===== src/mesi_bcast_pkg.sv =====
package mesi_bcast_pkg;

  // =========================================================================
  // Coherence bus geometry
  // =========================================================================

  // Four CPUs share one coherence bus
  localparam int N_CPU = 4;
  localparam int CPU_ID_W = 2;
  localparam int ADDR_W = 32;

  // Broadcast request queue sizing
  localparam int FIFO_DEPTH = 4;
  // Pointer wraps naturally at FIFO_DEPTH
  localparam int FIFO_PTR_W = 2;

  // =========================================================================
  // Encodings
  // =========================================================================

  // Per-CPU coherence bus command
  typedef enum logic [2:0]
  {
    cbus_nop      = 3'd0,
    cbus_wr_snoop = 3'd1,
    cbus_rd_snoop = 3'd2,
    cbus_en_wr    = 3'd3,
    cbus_en_rd    = 3'd4
  } cbus_cmd_e;

  // Broadcast request kind
  typedef enum logic [1:0]
  {
    breq_nop = 2'd0,
    breq_wr  = 2'd1,
    breq_rd  = 2'd2
  } breq_type_e;

  // One queued broadcast request, 36 bits
  typedef struct packed
  {
    logic [ADDR_W-1:0]   addr;
    breq_type_e          req_type;
    logic [CPU_ID_W-1:0] cpu_id;
  } bcast_req_t;

endpackage


===== src/snoop_state_if.sv =====
`timescale 1ns/1ps

// Sequencer state as seen by the command encoder
interface snoop_state_if;

  // CPUs still owing a snoop acknowledge
  logic [mesi_bcast_pkg::N_CPU-1:0] snoop_mask;
  // Initiator lane, only while the grant is shown
  logic [mesi_bcast_pkg::N_CPU-1:0] grant_mask;
  // Head request fields
  mesi_bcast_pkg::breq_type_e req_type;
  logic [mesi_bcast_pkg::ADDR_W-1:0] req_addr;

  // Sequencer side
  modport master
  (
    output snoop_mask,
    output grant_mask,
    output req_type,
    output req_addr
  );

  // Encoder side
  modport receiver
  (
    input snoop_mask,
    input grant_mask,
    input req_type,
    input req_addr
  );

endinterface


===== src/bcast_req_fifo.sv =====
`timescale 1ns/1ps

module bcast_req_fifo
(
  input  logic                      clk,
  input  logic                      rst,
  input  logic                      wr_i,
  input  mesi_bcast_pkg::bcast_req_t req_i,
  input  logic                      pop_i,
  output logic                      head_valid_o,
  output mesi_bcast_pkg::bcast_req_t head_req_o,
  output logic                      full_o
);

  // Request storage
  mesi_bcast_pkg::bcast_req_t mem [mesi_bcast_pkg::FIFO_DEPTH];

  logic [mesi_bcast_pkg::FIFO_PTR_W-1:0] wr_ptr;
  logic [mesi_bcast_pkg::FIFO_PTR_W-1:0] rd_ptr;
  logic [mesi_bcast_pkg::FIFO_PTR_W-1:0] rd_ptr_nxt;
  // Used entries, reads 0 both when empty and when full
  logic [mesi_bcast_pkg::FIFO_PTR_W-1:0] depth;
  logic empty;
  logic full;
  logic depth_inc;
  logic depth_dec;

  assign rd_ptr_nxt = rd_ptr + 1'b1;
  assign depth = wr_ptr - rd_ptr;

  // Net change in occupancy
  assign depth_inc = wr_i & ~pop_i;
  assign depth_dec = pop_i & ~wr_i;

  // =========================================================================
  // Write side
  // =========================================================================

  always_ff @(posedge clk)
  begin
    if (wr_i)
    begin
      mem[wr_ptr] <= req_i;
    end
  end

  always_ff @(posedge clk or posedge rst)
  begin
    if (rst)
    begin
      wr_ptr <= '0;
    end
    else if (wr_i)
    begin
      wr_ptr <= wr_ptr + 1'b1;
    end
  end

  // =========================================================================
  // Read side
  // =========================================================================

  always_ff @(posedge clk or posedge rst)
  begin
    if (rst)
    begin
      rd_ptr <= '0;
    end
    else if (pop_i)
    begin
      rd_ptr <= rd_ptr_nxt;
    end
  end

  // Registered head, always holds entry at rd_ptr
  always_ff @(posedge clk or posedge rst)
  begin
    if (rst)
    begin
      head_req_o <= '0;
    end
    // Empty, or last entry leaving: the incoming write lands at the head
    else if (empty || (pop_i && depth == mesi_bcast_pkg::FIFO_PTR_W'(1)))
    begin
      head_req_o <= req_i;
    end
    else if (pop_i)
    begin
      head_req_o <= mem[rd_ptr_nxt];
    end
    else
    begin
      head_req_o <= mem[rd_ptr];
    end
  end

  // =========================================================================
  // Status flags
  // =========================================================================

  always_ff @(posedge clk or posedge rst)
  begin
    if (rst)
    begin
      empty <= 1'b1;
    end
    // Last entry popped with no refill
    else if (depth == mesi_bcast_pkg::FIFO_PTR_W'(1) && depth_dec)
    begin
      empty <= 1'b1;
    end
    else if (depth_inc)
    begin
      empty <= 1'b0;
    end
  end

  always_ff @(posedge clk or posedge rst)
  begin
    if (rst)
    begin
      full <= 1'b0;
    end
    // Last free slot taken
    else if (depth == mesi_bcast_pkg::FIFO_PTR_W'(mesi_bcast_pkg::FIFO_DEPTH - 1) && depth_inc)
    begin
      full <= 1'b1;
    end
    else if (depth_dec)
    begin
      full <= 1'b0;
    end
  end

  assign head_valid_o = ~empty;
  assign full_o = full;

endmodule


===== src/bcast_sequencer.sv =====
`timescale 1ns/1ps

module bcast_sequencer
(
  input  logic                             clk,
  input  logic                             rst,
  input  logic                             head_valid_i,
  input  mesi_bcast_pkg::bcast_req_t       head_req_i,
  input  logic [mesi_bcast_pkg::N_CPU-1:0] ack_i,
  output logic                             pop_o,
  snoop_state_if.master                    snoop
);

  // A request is being served, snoop through pop
  logic in_progress;
  // Snoops not yet acknowledged
  logic [mesi_bcast_pkg::N_CPU-1:0] snoop_mask;
  // Initiator lane for the grant phase
  logic [mesi_bcast_pkg::N_CPU-1:0] init_mask;
  // Head initiator as one-hot
  logic [mesi_bcast_pkg::N_CPU-1:0] init_oh;

  assign init_oh = {{(mesi_bcast_pkg::N_CPU-1){1'b0}}, 1'b1} << head_req_i.cpu_id;

  // =========================================================================
  // Request sequencing
  // =========================================================================
  // Start: snoop all but the initiator, remember the initiator
  // Snoop: drop each CPU on its ack
  // Grant: hold enable on initiator until its ack, then pop
  // Pop: one cycle, then back to idle
  always_ff @(posedge clk or posedge rst)
  begin
    if (rst)
    begin
      in_progress <= 1'b0;
      snoop_mask  <= '0;
      init_mask   <= '0;
      pop_o       <= 1'b0;
    end
    else if (!in_progress)
    begin
      if (head_valid_i)
      begin
        in_progress <= 1'b1;
        snoop_mask  <= ~init_oh;
        init_mask   <= init_oh;
      end
    end
    else if (|snoop_mask)
    begin
      // Acks on lanes not snooped are ignored
      snoop_mask <= snoop_mask & ~ack_i;
    end
    else if (pop_o)
    begin
      // Request retired
      in_progress <= 1'b0;
      init_mask   <= '0;
      pop_o       <= 1'b0;
    end
    else
    begin
      // Grant phase, wait for initiator ack
      pop_o <= |(init_mask & ack_i);
    end
  end

  // =========================================================================
  // Encoder view
  // =========================================================================

  assign snoop.snoop_mask = snoop_mask;
  // Grant only once snoops are done, and never in the pop cycle
  assign snoop.grant_mask = (snoop_mask == '0 && !pop_o) ? init_mask : '0;
  assign snoop.req_type = head_req_i.req_type;
  assign snoop.req_addr = head_req_i.addr;

endmodule


===== src/cbus_cmd_encoder.sv =====
`timescale 1ns/1ps

module cbus_cmd_encoder
(
  snoop_state_if.receiver                   snoop,
  output mesi_bcast_pkg::cbus_cmd_e         cbus_cmd_o [mesi_bcast_pkg::N_CPU],
  output logic [mesi_bcast_pkg::ADDR_W-1:0] cbus_addr_o
);

  // Write request, else treated as read
  logic is_wr;

  assign is_wr = (snoop.req_type == mesi_bcast_pkg::breq_wr);

  // =========================================================================
  // Per-lane command
  // =========================================================================
  // Snoop wins over grant; masks never overlap anyway
  always_comb
  begin
    for (int i = 0; i < mesi_bcast_pkg::N_CPU; i++)
    begin
      if (snoop.snoop_mask[i])
      begin
        cbus_cmd_o[i] = is_wr ? mesi_bcast_pkg::cbus_wr_snoop : mesi_bcast_pkg::cbus_rd_snoop;
      end
      else if (snoop.grant_mask[i])
      begin
        cbus_cmd_o[i] = is_wr ? mesi_bcast_pkg::cbus_en_wr : mesi_bcast_pkg::cbus_en_rd;
      end
      else
      begin
        cbus_cmd_o[i] = mesi_bcast_pkg::cbus_nop;
      end
    end
  end

  // Shared address for all lanes
  assign cbus_addr_o = snoop.req_addr;

endmodule


===== src/mesi_bcast_top.sv =====
`timescale 1ns/1ps

module mesi_bcast_top
(
  input  logic                                clk,
  input  logic                                rst,
  // Request write port
  input  logic                                breq_wr_i,
  input  logic [mesi_bcast_pkg::ADDR_W-1:0]   breq_addr_i,
  input  mesi_bcast_pkg::breq_type_e          breq_type_i,
  input  logic [mesi_bcast_pkg::CPU_ID_W-1:0] breq_cpu_id_i,
  // Coherence bus
  input  logic [mesi_bcast_pkg::N_CPU-1:0]    cbus_ack_i,
  output logic [mesi_bcast_pkg::ADDR_W-1:0]   cbus_addr_o,
  output mesi_bcast_pkg::cbus_cmd_e           cbus_cmd_o [mesi_bcast_pkg::N_CPU],
  output logic                                fifo_full_o
);

  mesi_bcast_pkg::bcast_req_t req;
  mesi_bcast_pkg::bcast_req_t head_req;
  logic head_valid;
  logic pop;

  snoop_state_if snoop_if ();

  // Pack incoming fields
  assign req = '{addr: breq_addr_i, req_type: breq_type_i, cpu_id: breq_cpu_id_i};

  // Input side, request queue
  bcast_req_fifo u_fifo
  (
    .clk          (clk),
    .rst          (rst),
    .wr_i         (breq_wr_i),
    .req_i        (req),
    .pop_i        (pop),
    .head_valid_o (head_valid),
    .head_req_o   (head_req),
    .full_o       (fifo_full_o)
  );

  // Snoop then grant, one request at a time
  bcast_sequencer u_seq
  (
    .clk          (clk),
    .rst          (rst),
    .head_valid_i (head_valid),
    .head_req_i   (head_req),
    .ack_i        (cbus_ack_i),
    .pop_o        (pop),
    .snoop        (snoop_if.master)
  );

  // Output side, lane commands
  cbus_cmd_encoder u_enc
  (
    .snoop        (snoop_if.receiver),
    .cbus_cmd_o   (cbus_cmd_o),
    .cbus_addr_o  (cbus_addr_o)
  );

endmodule


===== config.mk =====
export PLATFORM = sky130hd
export DESIGN_NAME = mesi_bcast_top
export DESIGN_NICKNAME = d
export VERILOG_FILES = /design/src/mesi_bcast_pkg.sv /design/src/snoop_state_if.sv /design/src/bcast_req_fifo.sv /design/src/bcast_sequencer.sv /design/src/cbus_cmd_encoder.sv /design/src/mesi_bcast_top.sv
export SDC_FILE = /design/constraint.sdc
export NUM_CORES = 1
export LEC_CHECK = 0
export BUFFER_PORTS_ARGS = -buffer_cell sky130_fd_sc_hd__clkbuf_2
export CORE_AREA = 2 2 121 123
export CTS_BUF_LIST = sky130_fd_sc_hd__clkbuf_8 sky130_fd_sc_hd__clkbuf_16
export DETAILED_ROUTE_END_ITERATION = 6
export DIE_AREA = 0 0 123 125
export GPL_TIMING_DRIVEN = 0
export PLACE_DENSITY = 0.78
export SLEW_MARGIN = 20
export SYNTH_ARGS = -nofsm -noshare
export SYNTH_HDL_FRONTEND = slang
export SYNTH_SLANG_ARGS = --single-unit

===== constraint.sdc =====
create_clock -name clk -period 2.87 [get_ports clk]
set_clock_uncertainty 0.2 [all_clocks]
set_input_delay 0.574 -clock clk [delete_from_list [all_inputs] [get_ports clk]]
set_output_delay 0.574 -clock clk [all_outputs]
set_load 0.05 [all_outputs]

==> flow_summary_export.csv <==
group,metric,value,unit
status,status,"completed",
worst_setup_path,r2r_cells,7,
synth,synthDistinctLibCells,40,
synth,synth_mux_area_share,5.185,%
worst_setup_path,worstPathArrival,1.97,ns
clock_tree,htree_levels,4,
synth,synth_xor_area_share,0.7070,%
clock_tree,clk_latency,0.43,ns
drt,wl_per_cell,18.94,um
drt,wl_met3,1187,um
sta,min_period,2.749,ns
drt,drt-met1-wl,6848,um
worst_setup_path,worstSetupPathType,"flop to output pin",
global_routing,grt_max_degree,53,
placement,place_area,8752,sq um
pwr,power_density,1254,nW/um^2
clock_tree,cts-buffers-inserted,17,
global_routing,grt_antenna_before_repair,0,
sta,tightest_slew,0.6171,ns
synth,ys_seq_elements,196,
min_path,min_path_cells,2,
die,die_h,125,um
drt,drt_iter0_drc,394,
finish,layout_commonest_cell,"edfxtp_1",
pwr,p_int,7.239,mW
finish,nNetsFinal,719,
global_routing,grt_pass1_vias,4901,
worst_setup_path,cp.required,2.10,ns
global_routing,grt_pass1_wl,25500,um
worst_setup_path,cp_slowest_cell,"dfrtp_2",
pwr,netSwitchingFraction,39.11,%
synth,yosys_warnings,0,
worst_setup_path,critPathMaxFanout,6,
sta,slew_headroom,58.86,%
worst_setup_path,crit_family,"simple AND/OR/NAND/NOR gates",
die,io_pins,88,
drt,highest_layer,"met4",
die,core,14200,sq um
finish,final_cell_mix,"edfxtp_1 (144), clkbuf_2 (80), nand2_1 (78), dfrtp_1 (49), buf_4 (41)",
finish,antenna_cells,0,
synth,yosys.area_share.simple,7.337,%
finish,area_delta_synth_final,19.04,%
sta,hold_violations,0,
sta,max_freq,363.8,MHz
run,maxCapViolCount,0,
pwr,p_switching,4.649,mW
synth,postSynthCellCount,557,
drt,viasPerCell,5.634,
synth,synth-seq-area-share,70.65,%
finish,stdcell_count,868,
drt,route.detailed.drc,0,
worst_setup_path,startpoint_type,"flop",
drt,drt-pass1-iter-count,5,
placement,port_buffers,86,
synth,synth-adder-area-share,0.7855,%
worst_setup_path,cp_num_buf_inv,1,
clock_tree,cts_tree,"yes",
drt,finalWirelength,16440,um
min_path,min-delay-path-class,"input port to flop",
global_routing,grt_overflow,0,
sta,finalCritPeriodShare,95.78,%
clock_tree,root_buffer,"clkbuf_16",
clock_tree,cts_buffer_depth,2,
die,core.rowCount,44,
worst_setup_path,end_kind,"output pin",
worst_setup_path,worst-path-stages,5,
synth,syn_nets,605,
clock_tree,cts_sinks,196,
synth,synth_top_family_by_area,"compound AO/OA/AOI/OAI gates",
synth,synth_area,7964,sq um
pwr,ir_drop,0.8986,mV
finish,stdcell_area,9480,sq um
finish,drive_gt1_share,28.36,%
pwr,pwr-share-clk,21.7,%
drt,vias,4890,
drt,ant_nets,0,
placement,dp_hpwl,10010,um
synth,synth_compound_area_share,9.772,%
die,die_area,15380,sq um
pwr,power_frac_comb,43.5,%
die,fp.dieW,123,um
drt,route.met2.wl,7997,um
pwr,power_frac_seq,34.8,%
die,initial_utilization,56.07,%
worst_setup_path,worst_path_largest_cell_delay,0.46,ns
placement,place_congestion,0.7877,
synth,avgSynthCellArea,14.30,sq um
global_routing,grt_util_all_layers,22.34,%
pwr,power_leakage,3.693,nW
clock_tree,clk_pin_slew,0.07,ns
sta,setup_violations,0,
sta,final-max-slew-violation-count,0,
worst_setup_path,path_cells,"nor3_4, nor3b_4, nand2_1, a21oi_1, clkbuf_2",
placement,dpl.cell_count,832,
flip-flops by register name, indices dropped and copies added, names as in the netlist, 2 cells and up:
register,count
u_fifo.wr_ptr,2
u_fifo.head_req_o,36
u_seq.snoop.snoop_mask,4
u_fifo.mem,144
u_fifo.rd_ptr,2
u_seq.init_mask,4
worst paths after layout:
check                                           from                         to  slack [ns]
max                        u_seq.snoop.snoop_mask[0]              cbus_cmd_o[0]        0.12
min                                    cbus_ack_i[1]  u_seq.snoop.snoop_mask[1]        0.14
max reg2reg                              u_seq.pop_o      u_fifo.head_req_o[27]        0.33
min reg2reg                     u_fifo.head_req_o[1]         u_seq.init_mask[0]        0.35
max in group asynchronous                        rst               u_fifo.empty        1.63
min in group asynchronous                        rst      u_fifo.head_req_o[16]        0.54
cells by family after synthesis:
group,count (synthesis)
simple gates,129
compound gates,110
xor+xnor,4
flops,196
buf+inv,72
mux,41
fa+ha+maj,5
power groups by stage:
stage	registers (mW)	clock network (mW)	logic [mW]
2_1_floorplan	4.13	0	3.79
3_3_place_gp	4.17	0	4.87
3_5_place_dp	4.17	0	5.07
4_1_cts	4.13	2.60	5.16
5_1_grt	4.19	2.74	5.58
6_report	4.14	2.58	5.17
synth_stat cells (all sizes together):
cell type  number  area (sq um)
o32ai           2         17.52
a31o            1         8.760
o31ai           1         12.51
o221ai         29         254.0
nand2b          9         56.30
nor3            5         25.02
mux2            2         22.52
inv             7         26.28
a22o            1         8.760
nor2b          16         100.1
o22a            1         8.760
o22ai           5         31.28
xnor2           1         8.760
o21ai          40         200.2
and2            4         25.02
nor2            9         33.78
mux2i          39         390.4
or2             2         12.51
a211oi         12         90.09
ha              5         62.56
xnor3           1         22.52
a221oi          1         8.760
dfrtp          51          1276
nand2          79         296.5
nand3b          1         7.510
buf            50         360.3
a2111oi         6         65.06
clkbuf         15         56.30
xor2            2         25.03
a21o            7         52.55
and3            2         12.51
dfstp           1         26.28
edfxtp        144          4324
a21oi           4         20.02
nor3b           2         15.01
per-stage QoR:
step	util [%]	total power [mW]	hold slack, ns	setup slack (ns)	setup TNS [ns]
2_1_floorplan	-	7.920	0.2936	-0.2608	-0.7825
3_3_place_gp	60.76	9.043	0.3150	-0.1929	-29.58
3_5_place_dp	61.62	9.245	0.3356	0.02293	0
4_1_cts	66.46	11.89	0.1234	0.04444	0
5_1_grt	66.75	12.50	0.1197	-0.02202	-0.04973
6_report	66.75	11.89	0.1363	0.1210	0
layer usage:
metal / up-vias / GRT usage (%)
li1: 2263 / -
met1: 2407 / 29.69
met2: 184 / 34.48
met3: 36 / 6.250
met4: 0 / 10.16
met5: - / 0
final cells by class:
| type | instances | area [sq um] |
|---|---|---|
| fillers | 999 | 4723 |
| plain buffers | 64 | 411.6 |
| well taps | 184 | 230.2 |
| multi-input cells | 289 | 1929 |
| clock buffers | 17 | 425.4 |
| repair buffers | 96 | 601.8 |
| flip-flops and latches | 196 | 5629 |
| inverters | 7 | 28.78 |
| clock inverters | 15 | 224.0 |
repair_timing:
action                                  CTS  global route
resized for setup                         5            17
setup buffers                             1             3
pin swaps                                 0             3
hold buffers                              1             0
hold endpoints to repair                 26             0
endpoints found under the setup margin   12            11
gates cloned                              0             0
Power figures use the tool's default switching activity.
